`src/design/blit_pkg.sv`:
```
//********************************************************************
// shared types, register numbers and memory sizes of the blitter
// addresses are 16 bits but only the low VRAM_ADDR_W bits reach the
// memory, so higher addresses mirror onto the same words
//********************************************************************

package blit_pkg;

    // data word, used for registers, memory words and bus data
    typedef logic [15:0] word_t;

    // word address as the host programs it
    typedef logic [15:0] addr_t;

    // register number on the host register port
    typedef logic [3:0] reg_num_t;

    // register map, unlisted numbers read as zero
    localparam reg_num_t REG_RD_ADDR = 4'd0;
    localparam reg_num_t REG_WR_ADDR = 4'd1;
    localparam reg_num_t REG_COUNT   = 4'd2;   // write queues a job
    localparam reg_num_t REG_STATUS  = 4'd3;   // read only

    // status word bits
    localparam int STATUS_BUSY_BIT   = 0;
    localparam int STATUS_QUEUED_BIT = 1;

    // memory geometry
    localparam int VRAM_ADDR_W = 8;
    localparam int VRAM_DEPTH  = 1 << VRAM_ADDR_W;

    // idle host cycles spent on each engine access
    localparam int VRAM_WAIT   = 2;
    localparam int VRAM_WAIT_W = $clog2(VRAM_WAIT + 1);

    typedef logic [VRAM_WAIT_W-1:0] wait_cnt_t;

    localparam wait_cnt_t WAIT_FIRE   = wait_cnt_t'(VRAM_WAIT - 1);  // last idle cycle
    localparam wait_cnt_t WAIT_SERVED = wait_cnt_t'(VRAM_WAIT);      // acked, hold

endpackage

```
`src/design/blit_regs.sv`:
```
//********************************************************************
// host register bank of the blitter
// the engine copies the job registers at start, so the host may
// rewrite them during a running job; readback lags one cycle
//********************************************************************

module blit_regs (
    input  logic               clk,
    input  logic               reset_i,
    // host register port
    input  logic               reg_wr_i,
    input  blit_pkg::reg_num_t reg_num_i,
    input  blit_pkg::word_t    reg_data_i,
    output blit_pkg::word_t    reg_data_o,
    // job hand-off to the engine
    input  logic               job_take_i,
    input  logic               busy_i,
    output logic               job_queued_o,
    output blit_pkg::addr_t    rd_addr_o,
    output blit_pkg::addr_t    wr_addr_o,
    output blit_pkg::word_t    count_o
);

    blit_pkg::word_t status;

    always_comb begin
        status                              = '0;
        status[blit_pkg::STATUS_BUSY_BIT]   = busy_i;
        status[blit_pkg::STATUS_QUEUED_BIT] = job_queued_o;
    end

    // register writes and the job queued flag
    always_ff @(posedge clk) begin
        if (reset_i) begin
            rd_addr_o    <= '0;
            wr_addr_o    <= '0;
            count_o      <= '0;
            job_queued_o <= 1'b0;
        end else begin
            if (job_take_i) begin
                job_queued_o <= 1'b0;
            end

            if (reg_wr_i) begin
                case (reg_num_i)
                    blit_pkg::REG_RD_ADDR: begin
                        rd_addr_o <= reg_data_i;
                    end
                    blit_pkg::REG_WR_ADDR: begin
                        wr_addr_o <= reg_data_i;
                    end
                    blit_pkg::REG_COUNT: begin
                        count_o      <= reg_data_i;
                        job_queued_o <= 1'b1;   // beats a take in the same cycle
                    end
                    default: begin
                    end
                endcase
            end
        end
    end

    // registered readback
    always_ff @(posedge clk) begin
        case (reg_num_i)
            blit_pkg::REG_RD_ADDR: reg_data_o <= rd_addr_o;
            blit_pkg::REG_WR_ADDR: reg_data_o <= wr_addr_o;
            blit_pkg::REG_COUNT:   reg_data_o <= count_o;
            blit_pkg::REG_STATUS:  reg_data_o <= status;
            default:               reg_data_o <= '0;
        endcase
    end

endmodule

```
`src/design/blit_engine.sv`:
```
//********************************************************************
// blitter copy engine, moves count+1 words one at a time
// each word is a read then a write on the select/ack bus, and the
// engine waits for ack without limit
//********************************************************************

module blit_engine (
    input  logic            clk,
    input  logic            reset_i,
    // job from the register bank
    input  logic            job_queued_i,
    input  blit_pkg::addr_t rd_addr_i,
    input  blit_pkg::addr_t wr_addr_i,
    input  blit_pkg::word_t count_i,
    output logic            job_take_o,
    output logic            busy_o,
    output logic            done_o,
    // memory bus
    output logic            mem_sel_o,
    output logic            mem_wr_o,
    output blit_pkg::addr_t mem_addr_o,
    output blit_pkg::word_t mem_wdata_o,
    input  logic            mem_ack_i,
    input  blit_pkg::word_t mem_rdata_i
);

    typedef enum logic [2:0] {
        ST_IDLE,
        ST_SETUP,
        ST_READ,
        ST_READ_WAIT,
        ST_WRITE,
        ST_WRITE_WAIT,
        ST_DONE
    } blit_state_t;

    blit_state_t     state_q;
    blit_pkg::addr_t rd_addr_q;
    blit_pkg::addr_t wr_addr_q;
    logic [16:0]     remaining_q;     // bit 16 set on underflow

    // take the job in the cycle its values are copied
    assign job_take_o = (state_q == ST_SETUP);

    // no pulse when another job follows directly
    assign done_o = (state_q == ST_DONE) && !job_queued_i;
    assign busy_o = (state_q != ST_IDLE) && !done_o;

    // control
    always_ff @(posedge clk) begin
        if (reset_i) begin
            state_q   <= ST_IDLE;
            mem_sel_o <= 1'b0;
            mem_wr_o  <= 1'b0;
        end else begin
            case (state_q)
                ST_IDLE: begin
                    if (job_queued_i) begin
                        state_q <= ST_SETUP;
                    end
                end
                ST_SETUP: begin
                    state_q <= ST_READ;
                end
                ST_READ: begin
                    mem_sel_o <= 1'b1;
                    mem_wr_o  <= 1'b0;
                    state_q   <= ST_READ_WAIT;
                end
                ST_READ_WAIT: begin
                    if (mem_ack_i) begin
                        mem_sel_o <= 1'b0;
                        state_q   <= ST_WRITE;
                    end
                end
                ST_WRITE: begin
                    mem_sel_o <= 1'b1;
                    mem_wr_o  <= 1'b1;
                    state_q   <= ST_WRITE_WAIT;
                end
                ST_WRITE_WAIT: begin
                    if (mem_ack_i) begin
                        mem_sel_o <= 1'b0;
                        if (remaining_q[16]) begin
                            state_q <= ST_DONE;
                        end else begin
                            state_q <= ST_READ;
                        end
                    end
                end
                ST_DONE: begin
                    if (job_queued_i) begin
                        state_q <= ST_SETUP;    // back to back, busy stays up
                    end else begin
                        state_q <= ST_IDLE;
                    end
                end
                default: begin
                    state_q <= ST_IDLE;
                end
            endcase
        end
    end

    // datapath, addresses and the word in flight
    always_ff @(posedge clk) begin
        case (state_q)
            ST_SETUP: begin
                rd_addr_q   <= rd_addr_i;
                wr_addr_q   <= wr_addr_i;
                remaining_q <= {1'b0, count_i};
            end
            ST_READ: begin
                mem_addr_o <= rd_addr_q;
                rd_addr_q  <= rd_addr_q + 16'd1;
            end
            ST_READ_WAIT: begin
                if (mem_ack_i) begin
                    mem_wdata_o <= mem_rdata_i;   // held until the write is acked
                end
            end
            ST_WRITE: begin
                mem_addr_o  <= wr_addr_q;
                wr_addr_q   <= wr_addr_q + 16'd1;
                remaining_q <= remaining_q - 17'd1;
            end
            default: begin
            end
        endcase
    end

endmodule

```
`src/design/vram_store.sv`:
```
//********************************************************************
// single-port word memory, host port always wins the cycle
// engine accesses complete after VRAM_WAIT host-idle cycles, and the
// wait counter only restarts once the engine drops its select
//********************************************************************

module vram_store (
    input  logic                clk,
    input  logic                reset_i,
    // host port, priority
    input  logic                host_en_i,
    input  logic                host_wr_i,
    input  blit_pkg::addr_t     host_addr_i,
    input  blit_pkg::word_t     host_wdata_i,
    output blit_pkg::word_t     host_rdata_o,
    // engine select/ack bus
    input  logic                mem_sel_i,
    input  logic                mem_wr_i,
    input  blit_pkg::addr_t     mem_addr_i,
    input  blit_pkg::word_t     mem_wdata_i,
    output logic                mem_ack_o,
    output blit_pkg::word_t     mem_rdata_o
);

    blit_pkg::word_t   mem_q [blit_pkg::VRAM_DEPTH];
    blit_pkg::wait_cnt_t wait_cnt_q;
    logic              eng_fire;   // engine access happens this cycle

    assign eng_fire = mem_sel_i && !host_en_i && (wait_cnt_q == blit_pkg::WAIT_FIRE);

    // array, one access per cycle
    always_ff @(posedge clk) begin
        if (host_en_i) begin
            if (host_wr_i) begin
                mem_q[host_addr_i[blit_pkg::VRAM_ADDR_W-1:0]] <= host_wdata_i;
            end else begin
                host_rdata_o <= mem_q[host_addr_i[blit_pkg::VRAM_ADDR_W-1:0]];
            end
        end else if (eng_fire) begin
            if (mem_wr_i) begin
                mem_q[mem_addr_i[blit_pkg::VRAM_ADDR_W-1:0]] <= mem_wdata_i;
            end else begin
                mem_rdata_o <= mem_q[mem_addr_i[blit_pkg::VRAM_ADDR_W-1:0]];
            end
        end
    end

    // wait counter and ack
    always_ff @(posedge clk) begin
        if (reset_i) begin
            wait_cnt_q <= '0;
            mem_ack_o  <= 1'b0;
        end else begin
            mem_ack_o <= eng_fire;
            if (!mem_sel_i) begin
                wait_cnt_q <= '0;
            end else if (eng_fire) begin
                wait_cnt_q <= blit_pkg::WAIT_SERVED;   // no second ack while sel lingers
            end else if (!host_en_i && (wait_cnt_q != blit_pkg::WAIT_SERVED)) begin
                wait_cnt_q <= wait_cnt_q + 1'b1;   // host cycles stall the count
            end
        end
    end

endmodule

```
`src/design/blit_top.sv`:
```
//********************************************************************
// blitter top level, register bank, copy engine and word memory
// host memory port has priority over engine traffic
//********************************************************************

module blit_top (
    input  logic               clk,
    input  logic               reset_i,
    // host register port
    input  logic               reg_wr_i,
    input  blit_pkg::reg_num_t reg_num_i,
    input  blit_pkg::word_t    reg_data_i,
    output blit_pkg::word_t    reg_data_o,
    // host memory port
    input  logic               host_mem_en_i,
    input  logic               host_mem_wr_i,
    input  blit_pkg::addr_t    host_mem_addr_i,
    input  blit_pkg::word_t    host_mem_wdata_i,
    output blit_pkg::word_t    host_mem_rdata_o,
    // status and interrupt
    output logic               blit_busy_o,
    output logic               blit_done_o
);

    // job hand-off
    logic            job_queued;
    logic            job_take;
    blit_pkg::addr_t rd_addr;
    blit_pkg::addr_t wr_addr;
    blit_pkg::word_t count;

    // engine memory bus
    logic            mem_sel;
    logic            mem_wr;
    blit_pkg::addr_t mem_addr;
    blit_pkg::word_t mem_wdata;
    logic            mem_ack;
    blit_pkg::word_t mem_rdata;

    blit_regs i_blit_regs (
        .clk          (clk),
        .reset_i      (reset_i),
        .reg_wr_i     (reg_wr_i),
        .reg_num_i    (reg_num_i),
        .reg_data_i   (reg_data_i),
        .reg_data_o   (reg_data_o),
        .job_take_i   (job_take),
        .busy_i       (blit_busy_o),
        .job_queued_o (job_queued),
        .rd_addr_o    (rd_addr),
        .wr_addr_o    (wr_addr),
        .count_o      (count)
    );

    blit_engine i_blit_engine (
        .clk          (clk),
        .reset_i      (reset_i),
        .job_queued_i (job_queued),
        .rd_addr_i    (rd_addr),
        .wr_addr_i    (wr_addr),
        .count_i      (count),
        .job_take_o   (job_take),
        .busy_o       (blit_busy_o),
        .done_o       (blit_done_o),
        .mem_sel_o    (mem_sel),
        .mem_wr_o     (mem_wr),
        .mem_addr_o   (mem_addr),
        .mem_wdata_o  (mem_wdata),
        .mem_ack_i    (mem_ack),
        .mem_rdata_i  (mem_rdata)
    );

    vram_store i_vram_store (
        .clk          (clk),
        .reset_i      (reset_i),
        .host_en_i    (host_mem_en_i),
        .host_wr_i    (host_mem_wr_i),
        .host_addr_i  (host_mem_addr_i),
        .host_wdata_i (host_mem_wdata_i),
        .host_rdata_o (host_mem_rdata_o),
        .mem_sel_i    (mem_sel),
        .mem_wr_i     (mem_wr),
        .mem_addr_i   (mem_addr),
        .mem_wdata_i  (mem_wdata),
        .mem_ack_o    (mem_ack),
        .mem_rdata_o  (mem_rdata)
    );

endmodule

```
`config.mk`:
```
export PLATFORM = sky130hd
export DESIGN_NAME = blit_top
export DESIGN_NICKNAME = d
export VERILOG_FILES = /design/src/design/blit_pkg.sv /design/src/design/blit_regs.sv /design/src/design/blit_engine.sv /design/src/design/vram_store.sv /design/src/design/blit_top.sv
export SDC_FILE = /design/constraint.sdc
export NUM_CORES = 2
export LEC_CHECK = 0
export BUFFER_PORTS_ARGS = -buffer_cell sky130_fd_sc_hd__buf_2
export CORE_ASPECT_RATIO = 1.4
export CORE_MARGIN = 3
export CORE_UTILIZATION = 35
export DETAILED_ROUTE_END_ITERATION = 10
export SYNTH_ARGS = -nofsm -noshare
export SYNTH_HDL_FRONTEND = slang
export SYNTH_SLANG_ARGS = --single-unit
```
`constraint.sdc`:
```
create_clock -name clk -period 15.5 [get_ports clk]
set_input_delay 0 -clock clk [delete_from_list [all_inputs] [get_ports clk]]
set_output_delay 0 -clock clk [all_outputs]
set_load 0.1 [all_outputs]
```
==> out/qor.yml <==
worst_setup_path:
  reg2reg_from: "i_blit_engine.mem_addr_o[0]"
  rr_worst_depth: 10
  crit_required_ps: 16410
  critical_path_class: "flip-flop to flip-flop"
  rrSetupSlack_ps: 9250
  critPathLaunchType: "flip-flop"
  end_kind: "flip-flop"
  crit_path_end: "i_vram_store.mem_rdata_o[13]"
  worstReg2RegEnd: "i_vram_store.mem_rdata_o[13]"
  worstPathArrival_ps: 7160
  crit_path_start: "i_blit_engine.mem_addr_o[0]"
  cp_max_fo: 81
finish:
  fillers: 50811
  stdcell_count: 19307
  final_cell_area_um2: 223800
  drive_above_1_share_pct: 27.25
  layout.nets: 11435
  syn2layout_area_growth_pct: 12.63
global_route:
  grt_remaining_overflow: 0
  grt_pass1_wl_um: 1007000
  antenna_found_initial: 52
  grt_pass1_vias: 118588
  grt_use_total_pct: 25.10
  grt_max_degree: 210
yosys:
  syn-num-nets: 11193
  ys_seq_area_share_pct: 63.97
  synth_seq_cells: 4258
  netlist_area_um2: 198700
  yosys-top-cells-count: "edfxtp_1, mux4_2, mux2i_1"
  yosysWarningCount: 0
  yosysMostFrequentCell: "edfxtp_1"
  synth_flop_cell: "edfxtp_1"
  synthCells: 11131
  synth.top_cell.area_share_pct: 63.23
  synth_cell_types: 81
  syn_area_per_cell_um2: 17.86
  async_flop_share_pct: 0
  synth_top_area_cell: "edfxtp_1"
  synth.area.top_cells: "edfxtp_1, mux4_2, mux2i_1, o221ai_1, a21oi_1"
  synth_edf_count: 4185
routing:
  antenna_left: 0
  routedWlPerCell_um: 38.54
  drc: 0
  viasPerCell: 6.316
  drt_iter0_markers: 18106
  first_pass_iters: 6
  drt_wl_total_um: 744100
  vias: 121935
cts:
  cts_buffers: 416
  clock_sinks: 4258
  cts_tree: "built"
  clk_pin_slew_ps: 70
  cts_htree_levels: 5
  clk_path_buf_depth: 4
  cts_root_buf: "clkbuf_16"
  clkLatencyLatePin_ps: 1110
sta:
  relSlewSlack_pct: -9.921
  clock.fmax_mhz: 160.0
  skew_ps: 133.5
  tightest_slew_ps: 1636
  final.period_utilization_pct: 40.33
  rsz0062_at_grt: "no"
  hold_viol: 0
  finalWorstSetupSlack_ps: 9249
  finalSetupViolCount: 0
  finalCriticalPeriod_ps: 6251
  finalSetupTns_ps: 0
  holdWs_ps: 53.60
  drv_slew: 8
pwr:
  p_leak_nw: 70.62
  p_per_area_nw_per_um2: 109.6
  vdd_drop_max_v: 0.0001009
worst_hold_path:
  hold_class: "input port to flip-flop"
  hold_path_depth: 3
floorplanning:
  rows: 326
  die_w_um: 642.9
  die-area_um2: 577000
  initial_core_util_pct: 35.21
  dieHeight_um: 897.6
  core_area_um2: 564500
  ios: 91
status:
  violations: "capacitance limit, slew limit"
  status: "complete, but fails checks"
placed_design:
  place_congestion: 1.061
  numPortBuffers: 82
  placed_area_um2: 209300
  place_inst: 18420
  hpwl_um: 488100
  dpl_worst_slack_ps: 9139
job:
  max-cap-violations: 4
==> state kept, by name, summed over array words and instances (netlist names) <==
| register | cells |
|---|---|
| i_vram_store.mem_rdata_o | 16 |
| i_blit_engine.state_q | 3 |
| i_vram_store.mem_ack_o | 1 |
| i_vram_store.mem_q | 4096 |
| i_blit_engine.mem_sel_o | 1 |
| i_blit_regs.rd_addr_o | 16 |
| i_blit_engine.mem_addr_o | 8 |
| i_blit_engine.mem_wdata_o | 16 |
| i_blit_regs.count_o | 16 |
| i_blit_regs.job_queued_o | 1 |
| i_blit_regs.wr_addr_o | 16 |
| i_blit_engine.mem_wr_o | 1 |
| i_blit_engine.wr_addr_q | 8 |
| i_blit_regs.reg_data_o | 16 |
| i_vram_store.wait_cnt_q | 2 |
| i_blit_engine.remaining_q | 17 |
| i_blit_engine.rd_addr_q | 8 |
| i_vram_store.host_rdata_o | 16 |
==> report_power, final <==
group	internal, W	switching (W)	total (W)	leakage (nW)
Sequential	0.0127	0.0000218	0.0127	38.2
Combinational	0.000472	0.00105	0.00152	25.9
Clock	0.00573	0.00461	0.0103	6.55
Total	0.0189	0.00568	0.0245	70.6
==> routing by layer <==
metal | up-vias | share of wire, % | track usage, %
met5 | - | 0.019 | 0
met4 | 20 | 10 | 19.95
met3 | 1792 | 10 | 5.653
met2 | 7844 | 47 | 40.15
met1 | 64611 | 33 | 29.17
li1 | 47668 | - | -
==> cells in the final DEF, fill, tap and decap left out, types with 26 or more instances in the layout <==
cell           count
edfxtp_1        4185
mux4_2          1568
mux2i_1         1175
buf_4            511
nand2_1          496
a21oi_1          431
clkbuf_16        425
o221ai_1         361
nor2_1           292
a22oi_1          203
o22ai_1          174
nor2_2           138
nand3_1           92
nor3_1            88
nand4_1           85
clkbuf_1          81
o21ai_0           80
buf_2             78
clkinv_1          77
dfxtp_1           73
nor2_4            71
dlygate4sd3_1     70
clkinv_2          69
a22o_1            64
nor4_1            62
a31oi_1           50
a211oi_1          46
diode_2           44
mux2_2            41
bufinv_16         40
a2111oi_0         36
buf_12            35
clkinvlp_4        32
and2_1            31
a221oi_1          26
==> layout make-up <==
| cell class | count | area, µm² | share of cell area (%) |
|---|---|---|---|
| multi-input combinational | 5979 | 67750 | 30.27 |
| clock buffer | 513 | 11000 | 4.914 |
| sequential | 4258 | 127100 | 56.79 |
| tap | 7544 | 9439 | 4.217 |
| timing repair buffer | 703 | 5777 | 2.581 |
| antenna | 44 | 110.1 | 0.04919 |
| inverter | 15 | 78.83 | 0.03521 |
| clock inverter | 251 | 2559 | 1.143 |
==> worst max-delay path, cell delays in order (launching register included) <==
cell	delay, ps
edfxtp_1	470
buf_12	490
buf_4	690
buf_12	440
buf_4	750
mux4_2	380
nand2_1	80
a31oi_1	1080
nand4_1	600
or3_1	500
nor4_1	250
==> worst min path at each step <==
stage                         startpoint                         end
finish              host_mem_wdata_i[14]  i_vram_store.mem_q[80][14]
global route         host_mem_wdata_i[0]  i_vram_store.mem_q[101][0]
CTS                  host_mem_wdata_i[1]   i_vram_store.mem_q[79][1]
detailed placement        reg_data_i[10]   i_blit_regs.wr_addr_o[10]
global placement          reg_data_i[10]   i_blit_regs.rd_addr_o[10]
floorplan                  host_mem_en_i      i_vram_store.mem_ack_o
==> logic make-up after synthesis <==
group / share of synthesized area (%)
xor gates and xnor gates: 0.1278
AOI/OAI and AO/OA: 5.674
muxes: 23.92
and+or+nand+nor: 3.520
DFF: 63.97
buffers and inverters: 2.761
adders and majority gates: 0.03148
==> through the flow <==
| step | power [W] | utilization (%) |
|---|---|---|
| after floorplan | 0.01384 | - |
| after global routing | 0.02506 | 39.64 |
| after CTS | 0.02456 | 39.60 |
| final | 0.02454 | 39.65 |
| after detailed placement | 0.01440 | 37.07 |
| after global placement | 0.01439 | 37.07 |
==> repair_timing <==
| action | CTS | global route |
|---|---|---|
| buffers inserted | 0 | 0 |
| resized for setup | 0 | 0 |
| hold buffers | 70 | 0 |
| endpoints found under the hold margin | 437 | 0 |
Power figures use the tool's default switching activity.
